[src/hw/soc_pkg.sv]
`default_nettype none

package soc_pkg;

	// One bus access as seen by a slave
	typedef struct packed {
		logic        rw;
		logic [31:0] address;
		logic [31:0] wdata;
	} bus_req_t;

	typedef enum logic {
		ARB_IDLE,
		ARB_BUSY
	} arb_state_e;

	typedef enum logic [1:0] {
		PORT_A,
		PORT_B,
		PORT_C
	} arb_port_e;

	typedef enum logic [1:0] {
		DMA_IDLE,
		DMA_READ,
		DMA_WRITE
	} dma_state_e;

	// Memory map, address bits 31..28
	localparam logic [3:0] REGION_RAM   = 4'h1;
	localparam logic [3:0] REGION_DMA   = 4'h9;
	localparam logic [3:0] REGION_TIMER = 4'hA;

	localparam int RAM_WORDS     = 1024;
	localparam int RAM_ADDR_BITS = $clog2(RAM_WORDS);

	localparam logic [2:0] TIMER_REG_COUNT   = 3'd0;
	localparam logic [2:0] TIMER_REG_COMPARE = 3'd1;
	localparam logic [2:0] TIMER_REG_CONTROL = 3'd2;

	localparam logic [1:0] DMA_REG_SOURCE = 2'd0;
	localparam logic [1:0] DMA_REG_DEST   = 2'd1;
	localparam logic [1:0] DMA_REG_COUNT  = 2'd2;
	localparam logic [1:0] DMA_REG_STATUS = 2'd3;

endpackage

`default_nettype wire

[src/hw/bus_decode.sv]
`default_nettype none

module bus_decode
	import soc_pkg::*;
(
	input  wire             clock,
	input  wire             i_reset,
	input  wire             i_bus_request,
	input  wire bus_req_t   i_bus_req,
	output logic            o_bus_ready,
	output logic     [31:0] o_bus_rdata,

	// Slave selects
	output logic            o_ram_request,
	output logic            o_timer_request,
	output logic            o_dma_request,

	// Slave returns
	input  wire             i_ram_ready,
	input  wire      [31:0] i_ram_rdata,
	input  wire             i_timer_ready,
	input  wire      [31:0] i_timer_rdata,
	input  wire             i_dma_ready,
	input  wire      [31:0] i_dma_rdata
);

	logic [3:0] region;
	logic       sel_ram;
	logic       sel_timer;
	logic       sel_dma;
	logic       sel_none;
	logic       none_ready;

	assign region    = i_bus_req.address[31:28];
	assign sel_ram   = (region == REGION_RAM);
	assign sel_timer = (region == REGION_TIMER);
	assign sel_dma   = (region == REGION_DMA);
	assign sel_none  = !(sel_ram || sel_timer || sel_dma);

	assign o_ram_request   = i_bus_request && sel_ram;
	assign o_timer_request = i_bus_request && sel_timer;
	assign o_dma_request   = i_bus_request && sel_dma;

	// Unmapped responder, acks with zero data
	always_ff @(posedge clock)
	begin
		if (i_reset)
			none_ready <= 1'b0;
		else
			none_ready <= i_bus_request && sel_none && !none_ready;
	end

	always_comb
	begin
		o_bus_ready = none_ready;
		o_bus_rdata = 32'h0;
		if (sel_ram)
		begin
			o_bus_ready = i_ram_ready;
			o_bus_rdata = i_ram_rdata;
		end
		else if (sel_timer)
		begin
			o_bus_ready = i_timer_ready;
			o_bus_rdata = i_timer_rdata;
		end
		else if (sel_dma)
		begin
			o_bus_ready = i_dma_ready;
			o_bus_rdata = i_dma_rdata;
		end
	end

endmodule

`default_nettype wire

[config.mk]
export PLATFORM = sky130hd
export DESIGN_NAME = bus_decode
export DESIGN_NICKNAME = d
export VERILOG_FILES = /design/src/hw/soc_pkg.sv /design/src/hw/bus_decode.sv
export SDC_FILE = /design/constraint.sdc
export NUM_CORES = 1
export LEC_CHECK = 0
export BUFFER_PORTS_ARGS = -buffer_cell sky130_fd_sc_hd__buf_2
export CORE_ASPECT_RATIO = 0.5
export CORE_MARGIN = 4
export CORE_UTILIZATION = 20
export DETAILED_ROUTE_END_ITERATION = 8
export PLACE_DENSITY_LB_ADDON = 0.05
export SLEW_MARGIN = 10
export SYNTH_ARGS = -nofsm -noshare
export SYNTH_HDL_FRONTEND = slang
export SYNTH_SLANG_ARGS = --single-unit
export TNS_END_PERCENT = 10
[constraint.sdc]
create_clock -name clock -period 0.92 [get_ports clock]
set_input_delay 0.092 -clock clock [delete_from_list [all_inputs] [get_ports clock]]
set_output_delay 0.092 -clock clock [all_outputs]
set_load 0.01 [all_outputs]
# Yosys cells after proc, flatten, opt, wreduce, memory -nomap -nowiden
# Index checks and enable logic that the tools add are counted.
[word_totals]
rom_bits = 0
word_cells = 19
latchBits = 0
mem_count = 0
ff_bits = 1
ram_bits = 0
input_bits = 167
[classes]
eq_ne = 3
order_cmp = 0
shift = 0
reduce_logical = 9
n_bitwise = 0
mul = 0
addsub = 0
n_mux = 6
div = 0
[ops]
columns = ["operator", "count"]
rows = [
  ["2-to-1 mux 32 bit", 3],
  ["== test 4 bit (second input constant)", 2],
  ["logical AND 1 bit", 5],
  ["== test 4 x 1 -> 1 bit (second input constant)", 1],
  ["2-to-1 mux 1 bit", 3],
  ["zero test 1 bit", 2],
  ["logical OR 1 bit", 2],
]

# Logic depth before layout (Yosys ltp)
# Gate-level depths: netlist of run 1.
[logic_depth]
ltp_word = 6
ltp_mapped = 5

# Worst setup path after synthesis of run 1
# OpenSTA, ideal clock, no wires.
[synth_path]
path_kind = "input to output"
from = "input port i_bus_req[61] in the netlist's numbering"
to = "output port o_bus_rdata[20]"
cell_stages = 4
required_ns = 0.828
slack_ns = -0.135
t_arrival_ns = 0.963
path_cell_list = "nor3b_4 > buf_6 > o21ai_0 > a2bb2oi_1"
[synth_via]
elab_chain_len = 4
elab_cells_between_ends = 6
cone_classes = "eq/ne: 3; mux: 3"
[synth_rtl]
columns = ["item", "line_no", "source"]
rows = [
  ["start: declaration", "bus_decode.sv:9", "input wire bus_req_t i_bus_req,"],
  ["== test 4 bit", "bus_decode.sv:37", "assign sel_dma = (region == REGION_DMA);"],
  ["2-to-1 mux 32 bit", "bus_decode.sv:67", "else if (sel_dma)"],
  ["2-to-1 mux 32 bit", "bus_decode.sv:62", "else if (sel_timer)"],
  ["2-to-1 mux 32 bit (*)", "bus_decode.sv:57", "if (sel_ram)"],
  ["end: declaration", "bus_decode.sv:11", "output logic [31:0] o_bus_rdata,"],
]
# Mark *: on every way between the ends. The rest lies on a longest branch, timed or not.

# Worst setup path in the final report of run 1
[layout_path]
from = "input port i_bus_req[60] in the netlist's numbering"
to = "output port o_bus_rdata[26]"
# The elaborated chain is that of the path after synthesis.

==> qor.yml, run 1 <==
outcome:
  status: "finished with violations"
  violations: "negative setup slack"
placement:
  port-buffer-count: 141
  gp_congestion: 0.8842
  pre_cts_slack_ns: -0.3062
  hpwl_mm: 3.552
  placed_area_sq_mm: 0.001826
  place_inst: 315
routing:
  wl_mm: 4.177
  ant_nets: 0
  avgRoutedWirePerCell_um: 13.26
  routed_via_density: 4.644
  drt_iter0_markers: 37
  drc: 0
  routed-via-count: 1463
  dr.pass1.iters: 4
die:
  fp.dieW_um: 97.70
  die_area_sq_mm: 0.005163
  die_h_um: 52.85
  start_util_pct: 22.10
  row_count: 15
  core_area_sq_mm: 0.003641
  num_io_pins: 203
final_layout:
  largest_register_ff_count: 1
  finalNonFillerCells: 315
  regArea_sq_um: 20.02
  nets: 433
  regMostFlops: "none_ready"
  final_common_cell: "buf_2"
  layout_common_cells: "buf_2, nand2_1, a2bb2oi_2"
  n_fill_cell: 373
  multiInputGateArea_sq_um: 867.1
  layout-drive-gt1-share_pct: 72.35
  fin_area_sq_mm: 0.001874
  reg_top3: "none_ready (1)"
  final_util_pct: 51.48
  diodes: 0
  syn2layout_area_growth_pct: 133.0
timing:
  final-hold-violation-count: 0
  setup_viol: 36
  post-route-min-period_ns: 1.203
  clock.fmax_mhz: 831.5
  whs_ns: 0.3365
  tns_ns: -9.003
  min_period_over_period_pct: 130.7
  worst_clock_skew_ns: 0
  tightestPinTransition_ns: 0.2269
  rsz0062_at_grt: "yes"
  slew_headroom_pct: 84.85
  maxSlewViolCount: 0
  finalWorstSetupSlack_ns: -0.2826
synth:
  yosys_most_used_dff: "dfxtp_1"
  syn_nets: 290
  synth_edf_count: 0
  ys_ff_latch: 1
  yosys_warnings: 0
  netlist_instances: 123
  ys_seq_area_share_pct: 2.488
  syn_area_sq_um: 804.5
  syn_avg_cell_area_sq_um: 6.541
  async_reset_ff_share_pct: 0
  yosys.cell_types.count: 23
critical_path:
  crit_type: "input port to output port"
  cp-end-kind: "output port"
  cp.buffers_inverters: 3
  r2r_cells: 2
  critPathTopFamily: "simple AND/OR/NAND/NOR gates"
  cpMaxStageDelayCell: "and4bb_4"
  crit_arrival_ns: 1.11
  path_max_fanout: 25
  start_kind: "input port"
  path_depth: 6
  critPathMostFrequentCell: "buf_2"
  critical-path-max-stage-delay_ns: 0.37
  cp_data_required_time_ns: 0.83
  path_cells: "buf_2, and4bb_4, buf_12, nand2_1, a2bb2oi_1, buf_2"
clock_network:
  clk_pin_slew_ns: 0
  post_cts_buffers: 0
  clk_latency_ns: 0
  cts_hold_buf: 0
min_path:
  hold_class: "input port to register"
  hold_depth: 3
global_route:
  grt.overflow.total: 0
  grt_max_degree: 26
  grtUsageMet2_pct: 30.05
  antenna_found_initial: 0
  grt_first_pass_wirelength_mm: 6.630
  grt_pass1_vias: 1504
  grtUsageMet3_pct: 2.895
  grt_busiest_layer: "met2"
  grt_usage_pct: 14.94
  met1_usage_pct: 17.77
power:
  p_leak_nw: 0.9347
  ir_drop_mv: 0.2566
  p_total_mw: 0.7479
  power_density_mw_per_mm2: 399.0
job:
  drv_cap: 0
==> layer usage <==
layer  vias up  share of wire [%]
met4         0                  0
met5         -                  0
met3         0                8.4
met1       649                 41
met2        71                 51
li1        743                  -
==> path summary, 6_finish.rpt <==
kind / from / end / slack [ns]
worst min-delay path: i_reset / none_ready$_SDFF_PP0_ / 0.34
worst min register to register: none_ready$_SDFF_PP0_ / none_ready$_SDFF_PP0_ / 0.50
worst max-delay path: i_bus_req[60] / o_bus_rdata[26] / -0.28
worst max register to register: none_ready$_SDFF_PP0_ / none_ready$_SDFF_PP0_ / 0.10
==> timing repair <==
item,in CTS,in global routing
resized for setup,5,9
cloned,0,0
endpoints found under the hold margin,0,0
pin swaps,2,1
endpoints found under the setup margin,37,37
==> tightest hold or removal path, cell delays in order <==
cell	delay (ns)
buf_2	0.07
or3_1	0.09
nor3_1	0.04
==> synthesized netlist by cell type (2+ instances only) <==
library cell  instances  share of area (%)
nand2_1              32                 15
a2bb2oi_1            31                 34
o21ai_1              20                 12
o21ai_0              12                7.5
buf_6                 6                8.4
buf_4                 4                3.7
clkbuf_2              2                1.2
==> cell families after synthesis <==
group / count (synthesis) / share of synthesized area (%)
AOI/OAI and AO/OA: 65 / 56.77
buffers and inverters: 15 / 14.77
DFF: 1 / 2.488
muxes: 1 / 1.400
and+or+nand+nor: 41 / 24.57
==> final cells by class <==
class                           instances  share of cell area, %
Timing Repair Buffer                  154                  48.73
Multi-Input combinational cell        107                  46.26
Tap cell                               51                  3.405
Sequential cell                         1                  1.068
Inverter                                2                 0.5340
==> report_power, final <==
part | internal [mW] | switching [mW] | leakage [nW]
sequential | 0.0470 | 0.00115 | 0.00827
combinational | 0.415 | 0.285 | 0.926
clock | 0 | 0 | 0
Note: power is estimated with default switching activity, not from simulation.
==> run 2: changes to the inputs <==
MAX_ROUTING_LAYER = met4   (was default)
SLEW_MARGIN = 20   (was 10)
==> run 2 against run 1 <==
Against the previous run:
- the run still ends with negative setup slack left
- wire length hardly changed
- register-to-register slack barely moved
- cell count unchanged
- setup slack is the same
- sequential cell count unchanged
- die area did not move
- maximum frequency unchanged
- critical path depth is the same
- design area stayed put
- sequential power hardly changed
- first-iteration DRC count is 2.7% higher
- worst hold slack is essentially flat
==> qor.yml, run 2 (synthesized netlist as in run 1, its figures left out) <==
placement:
  hpwl_mm: 3.552  # unchanged
  gp_congestion: 0.8990  # was 0.8842
  port-buffer-count: 141  # unchanged
  pre_cts_slack_ns: -0.3062  # unchanged
die:
  num_io_pins: 203  # unchanged
  row_count: 15  # unchanged
  die_area_sq_mm: 0.005163  # unchanged
  die_h_um: 52.85  # unchanged
  start_util_pct: 22.10  # unchanged
  core_area_sq_mm: 0.003641  # unchanged
  fp.dieW_um: 97.70  # unchanged
critical_path:
  cp-end-kind: "output port"  # unchanged
  crit_type: "input port to output port"  # unchanged
  cp_data_required_time_ns: 0.83  # about the same
  path_max_fanout: 25  # unchanged
  crit_arrival_ns: 1.11  # about the same
  start_kind: "input port"  # unchanged
routing:
  drt_iter0_markers: 38  # was 37
  avgRoutedWirePerCell_um: 13.26  # about the same
  routed-via-count: 1463  # unchanged
  wl_mm: 4.178  # was 4.177 mm
  ant_nets: 0  # unchanged
  routed_via_density: 4.644  # unchanged
  dr.pass1.iters: 4  # unchanged
  drc: 0  # unchanged
final_layout:
  final_util_pct: 51.48  # unchanged
  largest_register_ff_count: 1  # unchanged
  nets: 433  # unchanged
  layout_common_cells: "buf_2, nand2_1, a2bb2oi_2"  # unchanged
  reg_top3: "none_ready (1)"  # unchanged
  layout-drive-gt1-share_pct: 72.35  # unchanged
  syn2layout_area_growth_pct: 133.0  # unchanged
  regMostFlops: "none_ready"  # unchanged
  diodes: 0  # unchanged
  n_fill_cell: 373  # unchanged
  final_common_cell: "buf_2"  # unchanged
outcome:
  status: "finished with violations"  # unchanged
  violations: "negative setup slack"  # unchanged
timing:
  rsz0062_at_grt: "yes"  # unchanged
  post-route-min-period_ns: 1.203  # unchanged
  final-hold-violation-count: 0  # unchanged
  tightestPinTransition_ns: 0.2269  # unchanged
  slew_headroom_pct: 84.85  # unchanged
  finalWorstSetupSlack_ns: -0.2826  # unchanged
  clock.fmax_mhz: 831.5  # unchanged
  min_period_over_period_pct: 130.7  # unchanged
  setup_viol: 36  # unchanged
  worst_clock_skew_ns: 0  # unchanged
  maxSlewViolCount: 0  # unchanged
min_path:
  hold_class: "input port to register"  # unchanged
clock_network:
  clk_pin_slew_ns: 0  # about the same
  clk_latency_ns: 0  # about the same
power:
  p_total_mw: 0.7480  # was 0.7479 mW
  ir_drop_mv: 0.2566  # about the same
  p_leak_nw: 0.9347  # unchanged
  power_density_mw_per_mm2: 399.1  # was 399.0 mW/mm^2
global_route:
  grt.overflow.total: 0  # unchanged
  grt_usage_pct: 15.34  # was 14.94%
  grt_first_pass_wirelength_mm: 6.630  # unchanged
  grt_pass1_vias: 1504  # unchanged
  antenna_found_initial: 0  # unchanged
  grt_max_degree: 26  # unchanged
job:
  drv_cap: 0  # unchanged
## run 2: final cells by class
class,count,area [sq um],share of cell area [%]
Tap cell,51,63.81,3.405
Sequential cell,1,20.02,1.068
Multi-Input combinational cell,107,867.1,46.26
Timing Repair Buffer,154,913.4,48.73
Inverter,2,10.01,0.5340
## run 2: what timing repair did
| item | 4_1_cts | 5_1_grt |
|---|---|---|
| hold buffers | 0 | 0 |
| pin swaps | 2 | 1 |
| buffers inserted | 0 | 0 |
| resized for setup | 5 | 9 |
| hold endpoints to repair | 0 | 0 |
| setup endpoints to repair | 37 | 37 |
## run 2: worst max-delay path, cell delays in order
cell	delay (ns)
buf_2	0.11
and4bb_4	0.37
buf_12	0.17
nand2_1	0.07
a2bb2oi_1	0.15
buf_2	0.15
## run 2: per-layer routing
layer	share of wire (%)	wire, um	global-route usage (%)
met5	0	0	-
met1	41	1725	17.92
met2	51	2111	30.05
met3	8.2	341	2.632
met4	0	0	0
## run 2: where the power goes
group / internal [mW] / switching, mW
Sequential: 0.0470 / 0.00115
Clock: 0 / 0
Combinational: 0.415 / 0.285
## run 2: worst paths after layout
check                        startpoint                     to  slack, ns  cells after the start
setup / recovery          i_bus_req[60]        o_bus_rdata[26]      -0.28                      6
hold reg to reg   none_ready$_SDFF_PP0_  none_ready$_SDFF_PP0_       0.50                      2
hold / removal                  i_reset  none_ready$_SDFF_PP0_       0.34                      3
setup reg to reg  none_ready$_SDFF_PP0_  none_ready$_SDFF_PP0_       0.10                      2
## run 2: through the flow
step | TNS [ns] | cell area (sq um) | hold WS, ns | instances
2_1_floorplan | -3.010 | 982.2 | 0.2476 | 123
5_1_grt | -11.68 | 1874 | 0.3614 | 315
3_5_place_dp | -10.08 | 1826 | 0.3350 | 315
3_3_place_gp | -9.962 | 1826 | 0.3401 | 315
4_1_cts | -9.210 | 1853 | 0.3371 | 315
6_report | -9.004 | 1874 | 0.3364 | 315
