==> src/hw/soc_pkg.sv <==
`default_nettype none

package soc_pkg;

	// One bus access as seen by a slave
	typedef struct packed {
		logic        rw;
		logic [31:0] address;
		logic [31:0] wdata;
	} bus_req_t;

	typedef enum logic {
		ARB_IDLE,
		ARB_BUSY
	} arb_state_e;

	typedef enum logic [1:0] {
		PORT_A,
		PORT_B,
		PORT_C
	} arb_port_e;

	typedef enum logic [1:0] {
		DMA_IDLE,
		DMA_READ,
		DMA_WRITE
	} dma_state_e;

	// Memory map, address bits 31..28
	localparam logic [3:0] REGION_RAM   = 4'h1;
	localparam logic [3:0] REGION_DMA   = 4'h9;
	localparam logic [3:0] REGION_TIMER = 4'hA;

	localparam int RAM_WORDS     = 1024;
	localparam int RAM_ADDR_BITS = $clog2(RAM_WORDS);

	localparam logic [2:0] TIMER_REG_COUNT   = 3'd0;
	localparam logic [2:0] TIMER_REG_COMPARE = 3'd1;
	localparam logic [2:0] TIMER_REG_CONTROL = 3'd2;

	localparam logic [1:0] DMA_REG_SOURCE = 2'd0;
	localparam logic [1:0] DMA_REG_DEST   = 2'd1;
	localparam logic [1:0] DMA_REG_COUNT  = 2'd2;
	localparam logic [1:0] DMA_REG_STATUS = 2'd3;

endpackage

`default_nettype wire

==> src/hw/bus_timer.sv <==
`default_nettype none

module bus_timer
	import soc_pkg::*;
(
	input  wire             clock,
	input  wire             i_reset,
	input  wire             i_request,
	input  wire bus_req_t   i_bus_req,
	output logic            o_ready,
	output logic     [31:0] o_rdata,
	output logic            o_interrupt
);

	logic [31:0] counter;
	logic [31:0] compare;
	logic [31:0] control;
	logic [2:0]  reg_index;
	logic        access;
	logic        reg_write;

	assign reg_index = i_bus_req.address[4:2];
	assign access    = i_request && !o_ready;
	assign reg_write = access && i_bus_req.rw;

	always_ff @(posedge clock)
	begin
		if (i_reset)
		begin
			counter <= 32'h0;
			compare <= 32'h0;
			control <= 32'h0;
		end
		else
		begin
			if (reg_write && reg_index == TIMER_REG_COUNT)
				counter <= i_bus_req.wdata;
			else
				counter <= counter + 32'd1;
			if (reg_write && reg_index == TIMER_REG_COMPARE)
				compare <= i_bus_req.wdata;
			if (reg_write && reg_index == TIMER_REG_CONTROL)
				control <= i_bus_req.wdata;
		end
	end

	always_ff @(posedge clock)
	begin
		if (i_reset)
			o_ready <= 1'b0;
		else
			o_ready <= access;
	end

	always_ff @(posedge clock)
	begin
		if (access)
		begin
			case (reg_index)
				TIMER_REG_COUNT:   o_rdata <= counter;
				TIMER_REG_COMPARE: o_rdata <= compare;
				TIMER_REG_CONTROL: o_rdata <= control;
				default:           o_rdata <= 32'h0;
			endcase
		end
	end

	// Level interrupt, enabled by control bit 0
	assign o_interrupt = control[0] && (counter >= compare);

endmodule

`default_nettype wire

==> config.mk <==
export PLATFORM = sky130hd
export DESIGN_NAME = bus_timer
export DESIGN_NICKNAME = d
export VERILOG_FILES = /design/src/hw/soc_pkg.sv /design/src/hw/bus_timer.sv
export SDC_FILE = /design/constraint.sdc
export NUM_CORES = 1
export LEC_CHECK = 0
export ABC_AREA = 1
export BUFFER_PORTS_ARGS = -buffer_cell sky130_fd_sc_hd__buf_2
export CORE_ASPECT_RATIO = 1.2
export CORE_MARGIN = 2
export CORE_UTILIZATION = 56
export DETAILED_ROUTE_END_ITERATION = 12
export PLACE_DENSITY = 0.79
export SYNTH_ARGS = -nofsm -noshare
export SYNTH_HDL_FRONTEND = slang
export SYNTH_SLANG_ARGS = --single-unit
export TNS_END_PERCENT = 50
==> constraint.sdc <==
create_clock -name clock -period 2.3 [get_ports clock]
set_input_delay 0.23 -clock clock [delete_from_list [all_inputs] [get_ports clock]]
set_output_delay 0.23 -clock clock [all_outputs]
set_load 0.01 [all_outputs]
# ---- Yosys cells after proc, flatten, opt, wreduce, memory -nomap -nowiden
# Cells that the tools add are included.
dict set report word_totals {
  register_bits 129
  inputBits 68
  output_inout_bits 34
  word_cells 19
}
dict set report op_classes {
  addsub 1
  n_lt_le_gt_ge 1
  n_eq_ne 2
  muxes 2
  n_reduce_logical 8
}
# cell count
set ops {}
lappend ops {{32-bit case mux with 3 select lines} 1}
lappend ops {{32-bit by 1-bit adder with 32-bit output, second input constant} 1}
lappend ops {{32-bit greater-or-equal comparator} 1}
lappend ops {{32-bit two-way mux} 1}
lappend ops {{1-bit logical AND} 6}
lappend ops {{3-bit by 1-bit equality test with 1-bit output, second input constant} 1}
lappend ops {{3-bit by 2-bit equality test with 1-bit output, second input constant} 1}
lappend ops {{3-bit zero test} 1}
lappend ops {{1-bit zero test} 1}

# ---- Depth between registers and ports, before layout
# Gate-level depths: netlist (run 1).
dict set report logic_depth {
  ltp_word 5
  mapped_depth 12
  ltp_nobuf 12
}

# ---- Least setup slack after synthesis (run 1)
# Ideal clock, no wire load.
dict set report synth_path {
  kind {register -> register}
  from {register o_ready}
  to {register compare[10]}
  setup_time_ps 119
  t_arrival_ps 1710
  required_ps 2181
  slack_ps 471
  stages_incl_launch_ff 8
  path_buffers 1
  period_less_slack_ps 1829
  path_cell_list {dfxtp_1 nor2_4 nand2_4 nor2_4 inv_2 clkbuf_1 o21ai_0 a21oi_1}
}
dict set report synth_between {
  elab_chain_cells 4
}
# element line
set synth_lines {}
lappend synth_lines {{start: declaration} bus_timer.sv:10} ;# output logic o_ready,
lappend synth_lines {{start signal: assignment} bus_timer.sv:52} ;# o_ready <= access;
lappend synth_lines {{1-bit zero test} bus_timer.sv:23} ;# assign access = i_request && !o_ready;
lappend synth_lines {{1-bit logical AND} bus_timer.sv:23}
lappend synth_lines {{named net access} bus_timer.sv:19} ;# logic access;
lappend synth_lines {{1-bit logical AND} bus_timer.sv:24} ;# assign reg_write = access && i_bus_req.rw;
lappend synth_lines {{1-bit logical AND} bus_timer.sv:40} ;# if (reg_write && reg_index == TIMER_REG_COMPARE)
lappend synth_lines {{end signal: assignment} bus_timer.sv:41} ;# compare <= i_bus_req.wdata;
lappend synth_lines {{end: declaration} bus_timer.sv:16} ;# logic [31:0] compare;
# The timed path passes the listed nets, and every way through them passes these cells.
# A chain may end at the register's enable or synchronous reset.

# ---- Worst setup path in the final report (run 1)
dict set report layout_path {
  from {register counter[18]}
  to {output port o_interrupt}
}
dict set report layout_between {
  elab_chain_cells 2
}
# element line
set layout_lines {}
lappend layout_lines {{start: declaration} bus_timer.sv:15} ;# logic [31:0] counter;
lappend layout_lines {{start signal: assignment} bus_timer.sv:37} ;# counter <= i_bus_req.wdata;
lappend layout_lines {{start signal: assignment} bus_timer.sv:39} ;# counter <= counter + 32'd1;
lappend layout_lines {{32-bit greater-or-equal comparator} bus_timer.sv:69} ;# assign o_interrupt = control[0] && (counter >= compare);
lappend layout_lines {{1-bit logical AND} bus_timer.sv:69}
lappend layout_lines {{end: declaration} bus_timer.sv:12} ;# output logic o_interrupt
# No other way between the ends.

==> results of run 1 <==
-- per-layer routing --
layer	track usage (%)	wire, um	vias up
li1	-	-	3014
met1	35.7	7430	2790
met2	46.6	8440	265
met3	5.17	1300	36
met4	12.2	414	0
met5	0	0	-
-- repair_timing --
action                                  4_1_cts  5_1_grt
hold endpoints to repair                      0        0
endpoints found under the setup margin        0        1
resized for setup                             0       29
-- per-stage QoR --
step | std cells | hold WS (ns)
4_1_cts | 1102 | 0.0716
5_1_grt | 1102 | 0.0978
3_3_place_gp | 1070 | 0.470
2_1_floorplan | 866 | 0.365
6_report | 1102 | 0.0764
3_5_place_dp | 1070 | 0.474
-- how the worst max path moves through the flow --
stage	end	slack (ns)	startpoint	cells past startpoint
2_1_floorplan	compare[10]	0.47	o_ready	7
3_3_place_gp	o_interrupt	0.51	compare[14]	11
3_5_place_dp	o_interrupt	0.50	compare[23]	9
4_1_cts	o_interrupt	0.02	counter[5]	12
5_1_grt	o_interrupt	-0.02	compare[20]	9
6_report	o_interrupt	0.09	counter[18]	10
-- registers in the layout (all words and copies together), names as in the netlist --
register,cells
compare,32
control,32
counter,32
o_rdata,32
o_ready,1
-- critical path: stages (launching register included) --
cell,delay (ns)
dfxtp_1,0.43
ha_1,0.26
nand2_1,0.06
inv_1,0.05
nand2_1,0.06
nand2_1,0.04
nand2_1,0.06
nand3_1,0.12
a21oi_1,0.25
a21oi_2,0.08
buf_2,0.14
-- cell usage after synthesis (all sizes together) --
| cell | number | area share, % |
|---|---|---|
| nor2 | 79 | 5.6 |
| nand2 | 172 | 9.9 |
| a221oi | 1 | 0.13 |
| clkbuf | 16 | 1.2 |
| ha | 33 | 6.2 |
| o221ai | 27 | 3.5 |
| nand3 | 42 | 3.4 |
| nor3 | 12 | 0.98 |
| a21o | 2 | 0.23 |
| inv | 134 | 7.6 |
| a311oi | 1 | 0.13 |
| edfxtp | 32 | 14 |
| xor2 | 6 | 0.79 |
| buf | 19 | 1.5 |
| nand4 | 7 | 0.66 |
| o211ai | 8 | 0.90 |
| o21a | 1 | 0.11 |
| xnor2 | 2 | 0.26 |
| o21ai | 81 | 6.1 |
| dlygate4sd1 | 1 | 0.13 |
| a21oi | 93 | 7.0 |
| dfxtp | 97 | 29 |
-- cell type report --
cell class / count / share of cell area (%)
Sequential cell: 129 / 37.2
Inverter: 134 / 6.48
Multi-Input combinational cell: 567 / 40.5
Tap cell: 157 / 2.51
Clock inverter: 11 / 1.76
Clock buffer: 21 / 5.75
Timing Repair Buffer: 83 / 5.81
-- logic make-up after synthesis --
kind of cell	after synthesis	share of synthesized area, %
XOR/XNOR	8	1.05
flip-flops	129	43.5
adder cells (fa/ha/maj)	33	6.19
buffers and inverters	170	10.5
AO/OA/AOI/OAI	214	18.1
AND/OR/NAND/NOR	312	20.6
-- report_power, final --
part	switching [mW]	internal, mW	total [mW]
clock	0.981	1.72	2.70
sequential	0.0404	2.39	2.43
combinational	0.288	0.152	0.441
total	1.31	4.26	5.57
==> impl_metrics.csv, run 1 <==
group,metric,value,unit
logic_synthesis,ys_seq_area_share,43.5,%
critical_path,r2r-start,"counter[1]",
critical_path,cp.arrival,1.98,ns
routing,first_pass_iters,5,
routing,ant_nets,0,
critical_path,cp-end-kind,"output port",
routing,drtIter0Drc,488,
critical_path,r2r_setup_slack,0.54,ns
timing,tightest_slew,0.728,ns
floorplan,ioPinCount,102,
hold_path,min_to,"counter[1]",
pwr,leakagePower,3.40,nW
clock_tree,cts_tree,"done",
global_routing,grt_util_all_layers,27.9,%
floorplan,start_util,57.6,%
logic_synthesis,synth.distinct_cells,35,
final_layout,final_common_cell,"nand2_1",
floorplan,dieArea,0.0128,mm^2
logic_synthesis,yosys_warnings,0,
routing,vias,6105,
pwr,peakVddDrop,0.464,mV
timing,fin_ws,0.0851,ns
clock_tree,hold_buffers,0,
hold_path,whs_path_depth,3,
critical_path,worstSetupPathType,"flip-flop to output port",
critical_path,reg2reg_depth,10,
clock_tree,cts_sinks,129,
logic_synthesis,synth_cells,866,
global_routing,grt_pass1_wl,28200,um
timing,fin_skew,0.00751,ns
outcome,status,"finished, final reports clean",
clock_tree,clk_path_buf_depth,2,
logic_synthesis,syn_area,0.00667,mm^2
floorplan,die_y,124,um
pwr,power.total,5.57,mW
final_layout,area_growth_syn_to_layout,17.5,%
routing,vias_per_cell,5.54,
placement,gp_congestion,0.931,
critical_path,cp.required,2.07,ns
clock_tree,path_clk_slew,0.06,ns
final_layout,layout_common_cells,"nand2_1 (167), inv_1 (126), a21oi_1 (91)",
final_layout,fin_nets,1033,
placement,postPlaceCellArea,0.00713,mm^2
timing,min_period,2.21,ns
logic_synthesis,syn_area_per_cell,7.70,um^2
clock_tree,htree_levels,4,
placement,portBuffers,72,
placement,hpwlAfterDp,11700,um
final_layout,multi_input_area,0.00317,mm^2
timing,finalSetupTns,0,ns
final_layout,fin_util,67.8,%
pwr,pwr_density_cell,711,mW/mm^2
hold_path,hp-start,"i_bus_req[1]",
final_layout,nFillCells,962,
floorplan,core,0.0116,mm^2
placement,preCtsSetupSlack,0.503,ns
timing,setup_viol,0,
critical_path,cp_max_fo,5,
timing,slew_violations,0,
global_routing,antenna_found_initial,0,
timing,max_slew_margin,51.4,%
logic_synthesis,synth_fp_nets,967,
run,maxCapViolCount,0,
timing,fin_crit_sh,96.3,%
floorplan,die_x,104,um
critical_path,startpoint_type,"flip-flop",
routing,routed_wl,17600,um
logic_synthesis,synth_seq_cells,129,
routing,remaining_drc_errors,0,
critical_path,worstReg2RegEnd,"counter[30]",
timing,fmax,451,MHz
global_routing,grt_pass1_vias,5769,
final_layout,diodes,0,
final_layout,drive_above_1_share,16.8,%
clock_tree,numCtsBuffers,17,
hold_path,hp-class,"primary input to flip-flop",
clock_tree,cts_setup_buffers,0,
clock_tree,cts_root_buf,"clkbuf_16",
final_layout,seq_area,0.00292,mm^2
floorplan,fp-row-count,43,
global_routing,grt-ovfl-total,0,
routing,avgRoutedWirePerCell,16.0,um
global_routing,grt_max_degree,44,
timing,hold_viol_final,0,
final_layout,finalInstanceArea,0.00784,mm^2
clock_tree,clkLatencyLatePin,0.42,ns
Note: power is estimated with default switching activity, not from simulation.
==> inputs of run 2 (changes only) <==
CORE_UTILIZATION = 40   (was 56)
PLACE_DENSITY = not set   (was 0.79)
==> impl_metrics.csv, run 2 (same netlist as run 1, synthesis figures left out) <==
group,metric,value,unit
outcome,status,"finished, final reports clean",
critical_path,r2r-start,"o_ready",
clock_tree,cts_sinks,129,
global_routing,grt-ovfl-total,0,
clock_tree,hold_buffers,0,
clock_tree,htree_levels,4,
timing,rsz0062_at_grt,"yes",
global_routing,grt_pass1_vias,5631,
placement,hpwlAfterDp,12400,um
final_layout,nFillCells,1625,
critical_path,cp_max_fo,3,
routing,remaining_drc_errors,0,
pwr,comb_power_share,8.3,%
timing,fin_skew,0.0111,ns
routing,vias,5841,
floorplan,fp-row-count,51,
pwr,p_clk_share,45.5,%
pwr,leakagePower,3.39,nW
hold_path,hp-class,"primary input to flip-flop",
critical_path,critPathSlowestCell,"dfxtp_2",
timing,max_slew_margin,67.5,%
timing,fin_ws,0.0535,ns
timing,tightest_slew,0.487,ns
floorplan,die_y,145,um
timing,fin_crit_sh,97.7,%
final_layout,fin_nets,1036,
floorplan,start_util,41.0,%
floorplan,ioPinCount,102,
clock_tree,cts_tree,"done",
critical_path,critPathLaunch,"compare[13]",
routing,ant_nets,0,
pwr,peakVddDrop,0.523,mV
timing,min_period,2.25,ns
final_layout,area_growth_syn_to_layout,18.6,%
critical_path,path_common_cell,"nand2_1",
clock_tree,numCtsBuffers,17,
routing,routed_wl,17900,um
timing,fmax,445,MHz
critical_path,worstSetupPathType,"flip-flop to output port",
final_layout,fin_util,48.6,%
placement,gp_congestion,0.879,
routing,first_pass_iters,5,
global_routing,grt_pass1_wl,29100,um
critical_path,path_cells,"inv_2 -> ha_4 -> nand4_1 -> buf_4 -> inv_1 -> a21oi_1 -> nand2_1 -> nand2_1 -> a21oi_2 -> buf_2",
placement,preCtsSetupSlack,0.397,ns
final_layout,seq_area,0.00293,mm^2
pwr,pwr_density_cell,666,mW/mm^2
final_layout,multi_input_area,0.00320,mm^2
hold_path,hp-start,"i_bus_req[4]",
pwr,switching_share,24.6,%
critical_path,startpoint_type,"flip-flop",
floorplan,die_x,122,um
final_layout,final_common_cell,"nand2_1",
clock_tree,path_clk_slew,0.06,ns
pwr,p_switching,1.29,mW
global_routing,grt_util_all_layers,21.2,%
pwr,seq_power_share,46.2,%
final_layout,diodes,0,
run,maxCapViolCount,0,
global_routing,antenna_found_initial,0,
final_layout,layout_common_cells,"nand2_1 (166), inv_1 (119), a21oi_1 (91)",
placement,postPlaceCellArea,0.00722,mm^2
global_routing,grt_max_degree,75,
timing,hold_viol_final,0,
critical_path,critPathMaxStageDelay,0.33,ns
placement,portBuffers,72,
timing,slew_violations,0,
critical_path,cp-end-kind,"output port",
floorplan,dieArea,0.0177,mm^2
pwr,p_int,3.97,mW
clock_tree,clk_path_buf_depth,2,
timing,setup_viol,0,
placement,dp.cells,1126,
clock_tree,clkLatencyLatePin,0.43,ns
final_layout,drive_above_1_share,18.8,%
final_layout,finalInstanceArea,0.00791,mm^2
routing,drtIter0Drc,404,
clock_tree,cts_root_buf,"clkbuf_16",
critical_path,cp.arrival,2.02,ns
critical_path,cp.required,2.07,ns
final_layout,layout.cells.non_filler,1160,
routing,avgRoutedWirePerCell,15.4,um
floorplan,core,0.0163,mm^2
routing,vias_per_cell,5.04,
==> run 2: cell types whose count changed in the layout (fill, tap and decap cells not counted), moves of 2 or more <==
cell	previous run	this run
ha_4	7	9
bufinv_16	3	0
clkbuf_1	3	7
ha_1	26	24
dfxtp_2	10	18
buf_4	10	12
dfxtp_1	86	78
inv_2	7	14
inv_1	126	119
==> run 2: power groups by stage <==
| stage | clock [mW] | sequential (mW) | combinational [mW] |
|---|---|---|---|
| after floorplan | 0 | 2.49 | 0.248 |
| after global placement | 0 | 2.47 | 0.418 |
| after detailed placement | 0 | 2.48 | 0.421 |
| after CTS | 2.43 | 2.43 | 0.426 |
| after global routing | 2.53 | 2.44 | 0.502 |
| final | 2.40 | 2.43 | 0.439 |
==> run 2: layout make-up <==
class | count | share of cell area, %
well taps | 212 | 3.35
clock inverters | 6 | 0.427
inverters | 134 | 6.43
multi-input cells | 567 | 40.5
clock buffers | 26 | 6.06
repair buffers | 86 | 6.20
flip-flops and latches | 129 | 37.0
==> run 2: critical path: cells and delay by family (launching register included) <==
family,cells,cell delay (ns)
AOI/OAI and AO/OA,2,0.26
adders and majority gates,1,0.26
buffers and inverters,4,0.42
DFF,1,0.33
and+or+nand+nor,3,0.32
==> run 2: per-stage QoR <==
stage | total power, mW | hold WS (ns) | setup TNS (ns)
final | 5.27 | 0.0522 | 0
after global routing | 5.47 | 0.0713 | -0.0498
after CTS | 5.28 | 0.0504 | 0
after detailed placement | 2.90 | 0.479 | 0
after global placement | 2.89 | 0.472 | 0
after floorplan | 2.73 | 0.365 | 0
==> run 2: path summary, 6_finish.rpt <==
path | end | slack [ns] | depth (start not counted)
min reg2reg | counter[0] | 0.47 | 1
min | control[4] | 0.05 | 3
max reg2reg | control[0] | 0.52 | 6
max | o_interrupt | 0.05 | 10
==> run 2: repair_timing <==
item / in CTS / in global routing
resized for setup: 2 / 46
setup endpoints to repair: 1 / 1
setup buffers: 0 / 2
pin swaps: 0 / 8
==> run 2: routing by layer <==
layer	track usage [%]	routed length, um
met5	0	0
met4	7.64	378
met3	4.58	672
met2	33.4	8440
met1	28.4	8420
==> inputs of run 3 (changes only) <==
==> constraint.sdc (replaced) <==
create_clock -name clock -period 2.3 [get_ports clock]
set_input_delay 0.345 -clock clock [delete_from_list [all_inputs] [get_ports clock]]
set_output_delay 0.345 -clock clock [all_outputs]
set_load 0.01 [all_outputs]
==> impl_metrics.csv, run 3 (same netlist as run 1, synthesis figures left out) <==
group,metric,value,unit
routing,remaining_drc_errors,0,
timing,whs,0.177,ns
final_layout,diodes,0,
floorplan,start_util,41.0,%
final_layout,fin_nets,1039,
timing,fin_skew,0.00550,ns
critical_path,cp.arrival,1.98,ns
timing,slew_violations,0,
critical_path,startpoint_type,"flip-flop",
routing,first_pass_iters,5,
global_routing,grt_pass1_vias,5731,
critical_path,reg2reg_depth,10,
global_routing,grt_max_degree,75,
timing,fin_ws,-0.0216,ns
placement,gp_congestion,0.899,
floorplan,core,0.0163,mm^2
floorplan,die_y,145,um
timing,min_period,2.32,ns
outcome,violations,"setup timing",
routing,avgRoutedWirePerCell,15.5,um
pwr,pwr_density_cell,745,mW/mm^2
clock_tree,cts_sinks,129,
global_routing,grt_pass1_wl,29300,um
critical_path,worstSetupEndpoint,"o_interrupt",
global_routing,antenna_found_initial,0,
run,maxCapViolCount,0,
clock_tree,cts_root_buf,"clkbuf_16",
routing,routed_wl,18000,um
clock_tree,numCtsBuffers,17,
global_routing,grt-ovfl-total,0,
timing,rsz0062_at_grt,"yes",
hold_path,hp-class,"primary input to flip-flop",
critical_path,r2r-start,"counter[5]",
pwr,peakVddDrop,0.532,mV
timing,setup_viol,1,
routing,ant_nets,0,
critical_path,crit_cells,9,
routing,vias_per_cell,5.08,
floorplan,fp-row-count,51,
timing,hold_viol_final,0,
global_routing,grt_util_all_layers,21.1,%
critical_path,path_cells,"inv_1 -> ha_1 -> nand2_1 -> nor2_2 -> nand4_1 -> nor2_1 -> nand2_2 -> a21oi_2 -> buf_2",
final_layout,final_common_cell,"nand2_1",
critical_path,r2r_setup_slack,0.52,ns
final_layout,drive_above_1_share,19.0,%
final_layout,area_growth_syn_to_layout,21.4,%
timing,fin_crit_sh,101,%
timing,finalSetupTns,-0.0216,ns
floorplan,die_x,122,um
critical_path,critPathMaxStageDelay,0.32,ns
clock_tree,clkLatencyLatePin,0.43,ns
clock_tree,cts_tree,"done",
critical_path,critPathLaunch,"compare[22]",
timing,fmax,431,MHz
clock_tree,htree_levels,4,
timing,tightest_slew,0.482,ns
critical_path,cp_max_fo,2,
critical_path,critPathTopFamily,"simple AND/OR/NAND/NOR gates",
pwr,leakagePower,3.48,nW
routing,vias,5905,
timing,max_slew_margin,67.9,%
clock_tree,clk_path_buf_depth,2,
outcome,status,"finished, violations left",
critical_path,cp.required,1.96,ns
critical_path,cp-end-kind,"output port",
clock_tree,hold_buffers,0,
floorplan,ioPinCount,102,
final_layout,layout_common_cells,"nand2_1 (166), inv_1 (121), a21oi_1 (92)",
placement,portBuffers,72,
critical_path,worstSetupPathType,"flip-flop to output port",
floorplan,dieArea,0.0177,mm^2
placement,hpwlAfterDp,12600,um
critical_path,worstReg2RegEnd,"counter[28]",
routing,drtIter0Drc,442,
critical_path,critPathBufInv,2,
clock_tree,path_clk_slew,0.06,ns
critical_path,critPathSlowestCell,"dfxtp_1",
run 3: per-stage QoR:
step / power [mW] / util (%) / cell area [um^2] / setup WS [ns] / cells
4_1_cts: 6.06 / 49.4 / 8040 / -0.0307 / 1162
5_1_grt: 6.24 / 49.8 / 8100 / -0.0956 / 1163
2_1_floorplan: 2.73 / - / 6670 / 0.464 / 866
3_3_place_gp: 2.90 / 44.5 / 7240 / 0.288 / 1129
3_5_place_dp: 2.90 / 44.5 / 7240 / 0.287 / 1129
6_report: 6.03 / 49.8 / 8100 / -0.0216 / 1163
run 3: how the worst min path moves through the flow:
stage,to,cells after the start,start
3_5_place_dp,compare[4],2,compare[4]
3_3_place_gp,compare[4],2,compare[4]
4_1_cts,compare[0],3,i_bus_req[0]
2_1_floorplan,control[0],2,control[0]
5_1_grt,compare[0],3,i_bus_req[0]
6_report,control[4],3,i_bus_req[4]
run 3: repair_timing:
| action | 4_1_cts | 5_1_grt |
|---|---|---|
| pin swaps | 11 | 6 |
| resized for setup | 31 | 13 |
| endpoints found under the setup margin | 1 | 1 |
| gates cloned | 0 | 0 |
| setup buffers | 1 | 1 |
run 3: worst reg2reg max path: cells and delay by family, from the launching register on:
kind          cells  cell delay (ns)
flops             1             0.41
simple gates      8             1.06
buf+inv           2             0.22
run 3: layout make-up:
class	count	area (um^2)
clock buffer	22	484
clock inverter	10	203
fill	1614	8180
inverter	134	508
multi-input combinational	567	3200
sequential	129	2930
tap	212	265
timing repair buffer	89	513
run 3: power breakdown:
group,internal [mW],switching [mW],total (mW)
clock,2.14,1.00,3.14
sequential,2.39,0.0377,2.43
combinational,0.163,0.292,0.455
run 3: metal layers:
| metal | global-route usage (%) | share of wire, % |
|---|---|---|
| met1 | 28.2 | 46 |
| met2 | 33.8 | 47 |
| met3 | 4.39 | 4.3 |
| met4 | 7.53 | 1.9 |
| met5 | 0 | 0 |
